==> config.mk <==
export PLATFORM = sky130hd
export DESIGN_NAME = pci_system
export DESIGN_NICKNAME = d
export VERILOG_FILES = /design/src/logic/pci_pkg.sv /design/src/logic/pci_bus_if.sv /design/src/logic/pci_init_if.sv /design/src/logic/pci_central.sv /design/src/logic/pci_initiator.sv /design/src/logic/pci_target.sv /design/src/logic/pci_system.sv
export SDC_FILE = /design/constraint.sdc
export NUM_CORES = 2
export LEC_CHECK = 0
export ABC_CLOCK_PERIOD_IN_PS = 9400
export BUFFER_PORTS_ARGS = -buffer_cell sky130_fd_sc_hd__buf_2
export CORE_ASPECT_RATIO = 1.1
export CORE_MARGIN = 2
export CORE_UTILIZATION = 60
export DETAILED_ROUTE_END_ITERATION = 7
export PLACE_DENSITY = 0.79
export SLEW_MARGIN = 15
export SYNTH_ARGS = -nofsm -noshare
export SYNTH_HDL_FRONTEND = slang
export SYNTH_SLANG_ARGS = --single-unit
==> constraint.sdc <==
create_clock -name clk -period 9.4 [get_ports clk]
set_input_delay 1.41 -clock clk [delete_from_list [all_inputs] [get_ports clk]]
set_output_delay 1.41 -clock clk [all_outputs]
set_load 0.005 [all_outputs]
==> src/logic/pci_pkg.sv <==
package pci_pkg;

    // bus address and device address
    typedef logic [31:0] addr_t;

    // data word on ad and in target memory
    typedef logic [31:0] word_t;

    // memory word pointer, 0..MEM_WORDS-1
    typedef logic [3:0] ptr_t;

    // command on cbe during the address phase
    typedef enum logic [3:0] {
        cmd_read  = 4'b0000,
        cmd_write = 4'b1000    // msb set means write
    } cmd_e;

    // initiator FSM
    typedef enum logic [2:0] {
        init_idle,    // waiting for force_req
        init_req,     // req_n low, waiting for gnt_n and an idle bus
        init_addr,    // address phase, frame_n low
        init_data,    // data phase, irdy_n low
        init_turn     // turnaround, done or abort pulse
    } init_state_e;

    // words per target memory
    localparam int MEM_WORDS = 10;

    // data cycles without devsel_n before master abort
    localparam int ABORT_LIMIT = 4;

    // device i answers at DEV_ADDR_BASE + i
    localparam addr_t DEV_ADDR_BASE = 32'd16;

endpackage

==> src/logic/pci_bus_if.sv <==
`timescale 1ns/1ps

// merged shared bus, one driver (central), everybody else listens
interface pci_bus_if import pci_pkg::*; ();

    logic  frame_n;     // address phase strobe
    logic  irdy_n;      // initiator ready
    logic  trdy_n;      // target ready
    logic  devsel_n;    // target claimed the address
    word_t ad;          // multiplexed address/data
    cmd_e  cbe;         // command, address phase only

    modport initiator (
        input frame_n, irdy_n, trdy_n, devsel_n, ad, cbe
    );

    modport target (
        input frame_n, irdy_n, trdy_n, devsel_n, ad, cbe
    );

    // AND/OR merge output
    modport central (
        output frame_n, irdy_n, trdy_n, devsel_n, ad, cbe
    );

endinterface

==> src/logic/pci_init_if.sv <==
`timescale 1ns/1ps

// one initiator's drive towards the merge, plus its req/gnt pair
interface pci_init_if import pci_pkg::*; ();

    logic  frame_n;    // high when not driving
    logic  irdy_n;     // high when not driving
    addr_t ad;         // zero when not driving
    cmd_e  cbe;        // zero (cmd_read) when not driving
    logic  req_n;      // bus request to the arbiter
    logic  gnt_n;      // registered grant back

    modport initiator (
        output frame_n, irdy_n, ad, cbe, req_n,
        input  gnt_n
    );

    modport central (
        input  frame_n, irdy_n, ad, cbe, req_n,
        output gnt_n
    );

endinterface

==> src/logic/pci_central.sv <==
`timescale 1ns/1ps

module pci_central import pci_pkg::*; #(
    parameter int NUM_DEV = 2
) (
    input  logic               clk,
    input  logic               rst_n,
    pci_init_if.central        init [NUM_DEV],
    input  logic [NUM_DEV-1:0] tgt_trdy_n,
    input  logic [NUM_DEV-1:0] tgt_devsel_n,
    input  word_t              tgt_ad [NUM_DEV],
    pci_bus_if.central         bus,
    output logic [NUM_DEV-1:0] gnt_vec_n
);

    logic [NUM_DEV-1:0] req_vec_n;     // gathered req_n of all initiators
    logic [NUM_DEV-1:0] ini_frame_n;
    logic [NUM_DEV-1:0] ini_irdy_n;
    addr_t              ini_ad [NUM_DEV];
    logic [3:0]         ini_cbe [NUM_DEV];
    logic [NUM_DEV-1:0] gnt_next_n;
    logic               frame_all_n;   // merged strobes
    logic               irdy_all_n;
    logic               bus_idle;
    word_t              ad_or;
    logic [3:0]         cbe_or;

    // flatten the interface array so loops can walk it
    for (genvar g = 0; g < NUM_DEV; g++) begin : g_gather
        assign req_vec_n[g]   = init[g].req_n;
        assign ini_frame_n[g] = init[g].frame_n;
        assign ini_irdy_n[g]  = init[g].irdy_n;
        assign ini_ad[g]      = init[g].ad;
        assign ini_cbe[g]     = init[g].cbe;
        assign init[g].gnt_n  = gnt_vec_n[g];
    end

    // active-low strobes: AND, everything else: OR
    assign frame_all_n = &ini_frame_n;
    assign irdy_all_n  = &ini_irdy_n;
    assign bus_idle    = frame_all_n && irdy_all_n;   // no transaction in flight

    always_comb
    begin
        ad_or  = '0;
        cbe_or = '0;
        for (int i = 0; i < NUM_DEV; i++)
        begin
            ad_or  = ad_or | ini_ad[i] | tgt_ad[i];   // idle drivers give zero
            cbe_or = cbe_or | ini_cbe[i];
        end
    end

    assign bus.frame_n  = frame_all_n;
    assign bus.irdy_n   = irdy_all_n;
    assign bus.trdy_n   = &tgt_trdy_n;
    assign bus.devsel_n = &tgt_devsel_n;
    assign bus.ad       = ad_or;
    assign bus.cbe      = cmd_e'(cbe_or);

    // fixed priority, later index overwrites so highest index wins
    always_comb
    begin
        gnt_next_n = '1;    // nobody when nobody asks
        for (int i = 0; i < NUM_DEV; i++)
        begin
            if (!req_vec_n[i])
            begin
                gnt_next_n    = '1;
                gnt_next_n[i] = 1'b0;
            end
        end
    end

    always_ff @(posedge clk or negedge rst_n)
    begin
        if (!rst_n)
            gnt_vec_n <= '1;
        else if (bus_idle)          // grant parks while frame/irdy busy
            gnt_vec_n <= gnt_next_n;
    end

    // one owner at most
    a_one_grant: assert property (@(posedge clk) disable iff (!rst_n)
        $countones(~gnt_vec_n) <= 1);

endmodule

==> src/logic/pci_initiator.sv <==
`timescale 1ns/1ps

module pci_initiator import pci_pkg::*; (
    input  logic          clk,
    input  logic          rst_n,
    input  logic          force_req,
    input  logic          rw,              // 1 write, 0 read
    input  addr_t         contact_addr,
    input  word_t         wdata,
    pci_bus_if.initiator  bus,
    pci_init_if.initiator port,
    output logic          done,
    output logic          abort,
    output word_t         rdata
);

    localparam int CNT_W = $clog2(ABORT_LIMIT);

    init_state_e      state;
    init_state_e      state_next;
    logic [CNT_W-1:0] wait_cnt;    // data cycles seen without a claim
    logic             aborted;     // last data phase timed out
    logic             bus_idle;
    logic             claimed;
    logic             timeout;
    addr_t            addr_q;      // latched target address
    logic             wr_q;        // latched direction
    word_t            wdata_q;     // latched write word
    cmd_e             cmd;

    assign bus_idle = bus.frame_n && bus.irdy_n;
    assign claimed  = !bus.devsel_n && !bus.trdy_n;   // target answered this cycle
    assign timeout  = (wait_cnt == CNT_W'(ABORT_LIMIT - 1));
    assign cmd      = wr_q ? cmd_write : cmd_read;

    always_comb
    begin
        state_next = state;
        case (state)
            init_idle: if (force_req) state_next = init_req;
            init_req:
            begin
                if (!port.gnt_n && bus_idle)    // granted and previous owner gone
                    state_next = init_addr;
            end
            init_addr: state_next = init_data;  // single address cycle
            init_data:
            begin
                if (claimed || timeout)
                    state_next = init_turn;
            end
            init_turn: state_next = init_idle;
            default:   state_next = init_idle;
        endcase
    end

    always_ff @(posedge clk or negedge rst_n)
    begin
        if (!rst_n)
        begin
            state    <= init_idle;
            wait_cnt <= '0;
            aborted  <= 1'b0;
        end
        else
        begin
            state <= state_next;
            if (state == init_addr)
                wait_cnt <= '0;                // fresh abort timer per transfer
            else if (state == init_data && !claimed)
                wait_cnt <= wait_cnt + 1'b1;
            if (state == init_data)
                aborted <= !claimed;           // only matters on the way out
        end
    end

    // transaction payload captured on the way into the address phase
    always_ff @(posedge clk)
    begin
        if (state == init_req && state_next == init_addr)
        begin
            addr_q  <= contact_addr;
            wr_q    <= rw;
            wdata_q <= wdata;
        end
        if (state == init_data && claimed && !wr_q)
            rdata <= bus.ad;                   // target drives memory word here
    end

    // drive towards the merge with strobes high and zeros when idle
    assign port.req_n   = (state != init_req);
    assign port.frame_n = (state != init_addr);
    assign port.irdy_n  = (state != init_data);
    assign port.ad      = (state == init_addr)          ? addr_q  :
                          (state == init_data && wr_q)  ? wdata_q : '0;
    assign port.cbe     = (state == init_addr) ? cmd : cmd_read;

    assign done  = (state == init_turn) && !aborted;
    assign abort = (state == init_turn) && aborted;

    // irdy never from idle, and no other address phase during our data phase
    a_irdy_in_txn: assert property (@(posedge clk) disable iff (!rst_n)
        !port.irdy_n |-> (state != init_idle) && bus.frame_n);

endmodule

==> src/logic/pci_target.sv <==
`timescale 1ns/1ps

module pci_target import pci_pkg::*; #(
    parameter addr_t DEV_ADDR = DEV_ADDR_BASE
) (
    input  logic       clk,
    input  logic       rst_n,
    pci_bus_if.target  bus,
    output logic       trdy_n,
    output logic       devsel_n,
    output word_t      ad_out      // zero unless answering a read
);

    word_t mem [MEM_WORDS];
    ptr_t  wr_ptr;        // next slot for a write
    ptr_t  rd_ptr;        // next slot for a read
    logic  resp_q;        // claimed so respond this cycle
    logic  resp_wr_q;     // claimed transfer is a write
    logic  hit;
    logic  xfer;

    function automatic ptr_t ptr_inc(input ptr_t p);
        ptr_t n;
        n = (p == ptr_t'(MEM_WORDS - 1)) ? '0 : p + 1'b1;   // wrap 9 -> 0
        return n;
    endfunction

    // address phase aimed at us
    assign hit  = !bus.frame_n && (bus.ad == DEV_ADDR);
    // data moves at the edge ending the response cycle
    assign xfer = resp_q && !bus.irdy_n;

    always_ff @(posedge clk or negedge rst_n)
    begin
        if (!rst_n)
        begin
            resp_q    <= 1'b0;
            resp_wr_q <= 1'b0;
            wr_ptr    <= '0;
            rd_ptr    <= '0;
            for (int i = 0; i < MEM_WORDS; i++)
                mem[i] <= '0;
        end
        else
        begin
            resp_q <= hit;                     // exactly one cycle at A+1
            if (hit)
                resp_wr_q <= (bus.cbe == cmd_write);
            if (xfer && resp_wr_q)
            begin
                mem[wr_ptr] <= bus.ad;
                wr_ptr      <= ptr_inc(wr_ptr);
            end
            else if (xfer)
                rd_ptr <= ptr_inc(rd_ptr);
        end
    end

    assign devsel_n = !resp_q;
    assign trdy_n   = !resp_q;                 // always ready without wait states
    assign ad_out   = (resp_q && !resp_wr_q) ? mem[rd_ptr] : '0;

    // ready only with devsel and inside the initiator's data phase
    a_trdy_in_data: assert property (@(posedge clk) disable iff (!rst_n)
        !trdy_n |-> !devsel_n && !bus.irdy_n);

endmodule

==> src/logic/pci_system.sv <==
`timescale 1ns/1ps

module pci_system import pci_pkg::*; #(
    parameter int NUM_DEV = 2            // 2..5 devices
) (
    input  logic               clk,
    input  logic               rst_n,
    input  logic [NUM_DEV-1:0] force_req,
    input  logic [NUM_DEV-1:0] rw,
    input  addr_t              contact_addr [NUM_DEV],
    input  word_t              wdata [NUM_DEV],
    output logic [NUM_DEV-1:0] done,
    output logic [NUM_DEV-1:0] abort,
    output word_t              rdata [NUM_DEV],
    output logic [NUM_DEV-1:0] bus_owner_n    // gnt_n vector
);

    logic [NUM_DEV-1:0] tgt_trdy_n;
    logic [NUM_DEV-1:0] tgt_devsel_n;
    word_t              tgt_ad [NUM_DEV];

    pci_bus_if  bus ();                  // merged bus
    pci_init_if init_if [NUM_DEV] ();    // per-initiator drive

    for (genvar i = 0; i < NUM_DEV; i++) begin : g_dev
        pci_initiator i_initiator (
            .clk          (clk),
            .rst_n        (rst_n),
            .force_req    (force_req[i]),
            .rw           (rw[i]),
            .contact_addr (contact_addr[i]),
            .wdata        (wdata[i]),
            .bus          (bus.initiator),
            .port         (init_if[i].initiator),
            .done         (done[i]),
            .abort        (abort[i]),
            .rdata        (rdata[i])
        );

        // device i sits at base + i
        pci_target #(
            .DEV_ADDR (addr_t'(DEV_ADDR_BASE + i))
        ) i_target (
            .clk      (clk),
            .rst_n    (rst_n),
            .bus      (bus.target),
            .trdy_n   (tgt_trdy_n[i]),
            .devsel_n (tgt_devsel_n[i]),
            .ad_out   (tgt_ad[i])
        );
    end

    pci_central #(
        .NUM_DEV (NUM_DEV)
    ) i_central (
        .clk          (clk),
        .rst_n        (rst_n),
        .init         (init_if),
        .tgt_trdy_n   (tgt_trdy_n),
        .tgt_devsel_n (tgt_devsel_n),
        .tgt_ad       (tgt_ad),
        .bus          (bus.central),
        .gnt_vec_n    (bus_owner_n)
    );

endmodule

==> metrics <==
status=completed; Tmin final=~5.1 ns; Final Hold Vio Count=0; Ys Warns=0; DRC=0; critical path arrival=5.63 ns; kind of critical path=reg2reg; gr usage total=34.46%; Net Count, Synth=3310; Routed Antenna Nets=0; hpwl dp=64.39 mm; top cells by count, synth=dfrtp_1, nand2_1, o21ai_0; Hold WC Path Type=reg2reg; critical path endpoint category=register; worst-path fanout max=24; Initial Utilization=60.62%; P_int=about 6500 uW; area grow syn2layout=12.59%; # setup viols final=0; Crit path required time=9.95 ns; IO Pins=a little over 200; Seq pwr share=45.4%; Highest Clock Rate=0.1967 GHz; combinational power share=17.4%; Die H=261.7 um; grt met3 use=8.046%; met2 Use GR=54.53%; share of cells above drive strength 1=between 10% and 20%; post-detailed-routing wire length=105.6 mm; Worst Slack Setup Final=4.317 ns; most frequent cell after synthesis=dfrtp_1; Die Wd=238.3 um; antenna violations before repair=0; drt first pass iters=7; global route overflow=0; Worst-Margin Slew=1.140 ns; port bufs=203; Post-CTS Hold Buffers=0; grt met1 use=43.43%; initial drt markers=2942; Placeable Area=between 50000 and 60000 um2; #FFs+latches synth=around 870; Worst setup SP type=register; clock insertion delay at the later pin of the skew report=0.67 ns; post-DR vias/cell=6.489; global routing's busiest layer=met2; largest net degree at the start of global routing=207; Routed wire per std cell=around 26 um; pre-CTS setup slack=roughly 4.5 ns; Netlist cell types=65; EDFF count, synth=194; synthesized area=36220 um2; H-tree Lvls=3; final period utilization=between 50% and 60%; Synth area leader=dfrtp_1; CTS max path bufs=3; CTS Root Cell=clkbuf_16; post-cts sizing count=0; Sw Share=30.50%; number of global-route vias before repair=27050; clk_skew=0.03973 ns; setup tns final=0 ns; switching power of the nets=2840 uW; Std-Cell Rows=94; clk slew on worst S/H paths=0.06 ns; Leakage=0.01732 uW; main flop type after synthesis=dfrtp_1; clock power share=37.2%; CTS tree=yes; Final Non-Filler Cells=around 4000; Area contributors post-synth=dfrtp_1, edfxtp_1, o21ai_0; RSZ-0062 raised after global routing=false; Mean Syn Cell Area=11.41 um2; CTS buffer count=86; global-route wire length before repair=160.3 mm; number of cells after detailed placement=3937; diodes inserted=0; gp weighted congestion=0.8590; Sink Count=868; total number of vias=26600; slew margin rel.=23.65%; Pwr Density=228.3 nW/um2; Final Slew Violations=0; fin util=about two thirds; Yosys top cell area share=46.43%; Max IR drop VDD=0.1654 mV; max cap viols=0; die area=around 62000 um2; ys async rst share=77.65%; Seq/Total Area, Yosys=approximately 63%; Nets=3395; setup bufs post-CTS=0; Syn Inst Count=3174
state kept, by name, indices dropped and copies added, names as in the netlist:
| name | count |
|---|---|
| g_dev.i_target.resp_wr_q | 2 |
| g_dev.i_target.wr_ptr | 8 |
| g_dev.i_target.rd_ptr | 8 |
| i_central.gnt_vec_n | 2 |
| g_dev.i_initiator.wait_cnt | 4 |
| g_dev.i_target.resp_q | 2 |
| g_dev.i_initiator.wr_q | 2 |
| g_dev.i_initiator.addr_q | 64 |
| g_dev.i_initiator.wdata_q | 64 |
| g_dev.i_initiator.state | 6 |
| g_dev.i_initiator.rdata | 64 |
| g_dev.i_target.mem | 640 |
| g_dev.i_initiator.aborted | 2 |
metal layers:
metal  vias to the layer above  part of all wire [%]
li1                      11430                     -
met1                     13310                    36
met2                      1519                    47
met3                       341                    10
met4                         0                   6.6
met5                         -                     0
power by group through the flow:
stage          registers, uW  clock network [uW]  logic [uW]
2_1_floorplan           4280                   0         859
4_1_cts                 4230                3480        1580
3_5_place_dp            4300                   0        1570
3_3_place_gp            4280                   0        1520
5_1_grt                 4240                3630        1700
6_report                4230                3460        1620
through the flow:
step	instance area [um2]	hold slack [ns]	power [uW]
floorplan	36220	0.4444	5142
global placement	37880	0.4570	5807
detailed placement	37880	0.4654	5868
CTS	40740	0.4789	9283
global route	40770	0.5008	9576
finish	40770	0.4780	9310
final cells by class:
class / count / area, um2
Tap cell: 768 / 960.9
Sequential cell: 868 / 22700
Timing Repair Buffer: 283 / 1672
Inverter: 40 / 150.1
Fill cell: 4145 / 18970
Clock buffer: 129 / 2590
Clock inverter: 31 / 266.5
Multi-Input combinational cell: 1980 / 12430
final timing paths:
check                      cells past startpoint  slack (ns)                           to                         from
min reg2reg                                    2        0.48   g_dev[1].i_target.mem[141]   g_dev[1].i_target.mem[141]
min                                            2        0.48   g_dev[1].i_target.mem[141]   g_dev[1].i_target.mem[141]
max in group asynchronous                      3        6.27    g_dev[1].i_target.mem[81]                        rst_n
max                                           10        4.32  g_dev[0].i_target.resp_wr_q  g_dev[0].i_target.rd_ptr[1]
max reg2reg                                   10        4.32  g_dev[0].i_target.resp_wr_q  g_dev[0].i_target.rd_ptr[1]
min in group asynchronous                      1        0.77     g_dev[0].i_target.mem[0]                        rst_n
layout by cell type, fill, tap and decap left out, types with 15 or more instances in the layout:
cell type,n
o211ai_1,22
buf_4,77
mux4_2,80
clkbuf_16,91
a221oi_1,21
dfrtp_1,669
nor2_1,302
buf_2,202
clkbuf_1,21
a222oi_1,31
mux2i_1,160
o21ai_0,399
mux2_2,24
a22oi_1,15
a21oi_1,265
nand2_1,440
inv_1,38
clkbuf_8,17
edfxtp_1,194
critical path, stage by stage (launching register included):
cell,delay [ns]
dfrtp_1,0.88
buf_4,0.49
nor2_1,0.11
nand3_1,0.12
buf_4,0.45
o211ai_1,0.25
a311oi_4,0.90
o2111ai_1,0.49
nor4_1,0.67
nand4_1,0.21
mux2_1,0.36
cell families after synthesis:
family	Yosys count	share of synthesized area (%)
compound gates	837	13.28
xor+xnor	8	0.1935
fa+ha+maj	2	0.06909
buf+inv	326	3.704
flops	868	62.66
mux	268	10.27
simple gates	865	9.826
No activity file was read; power rests on OpenSTA's default activity.
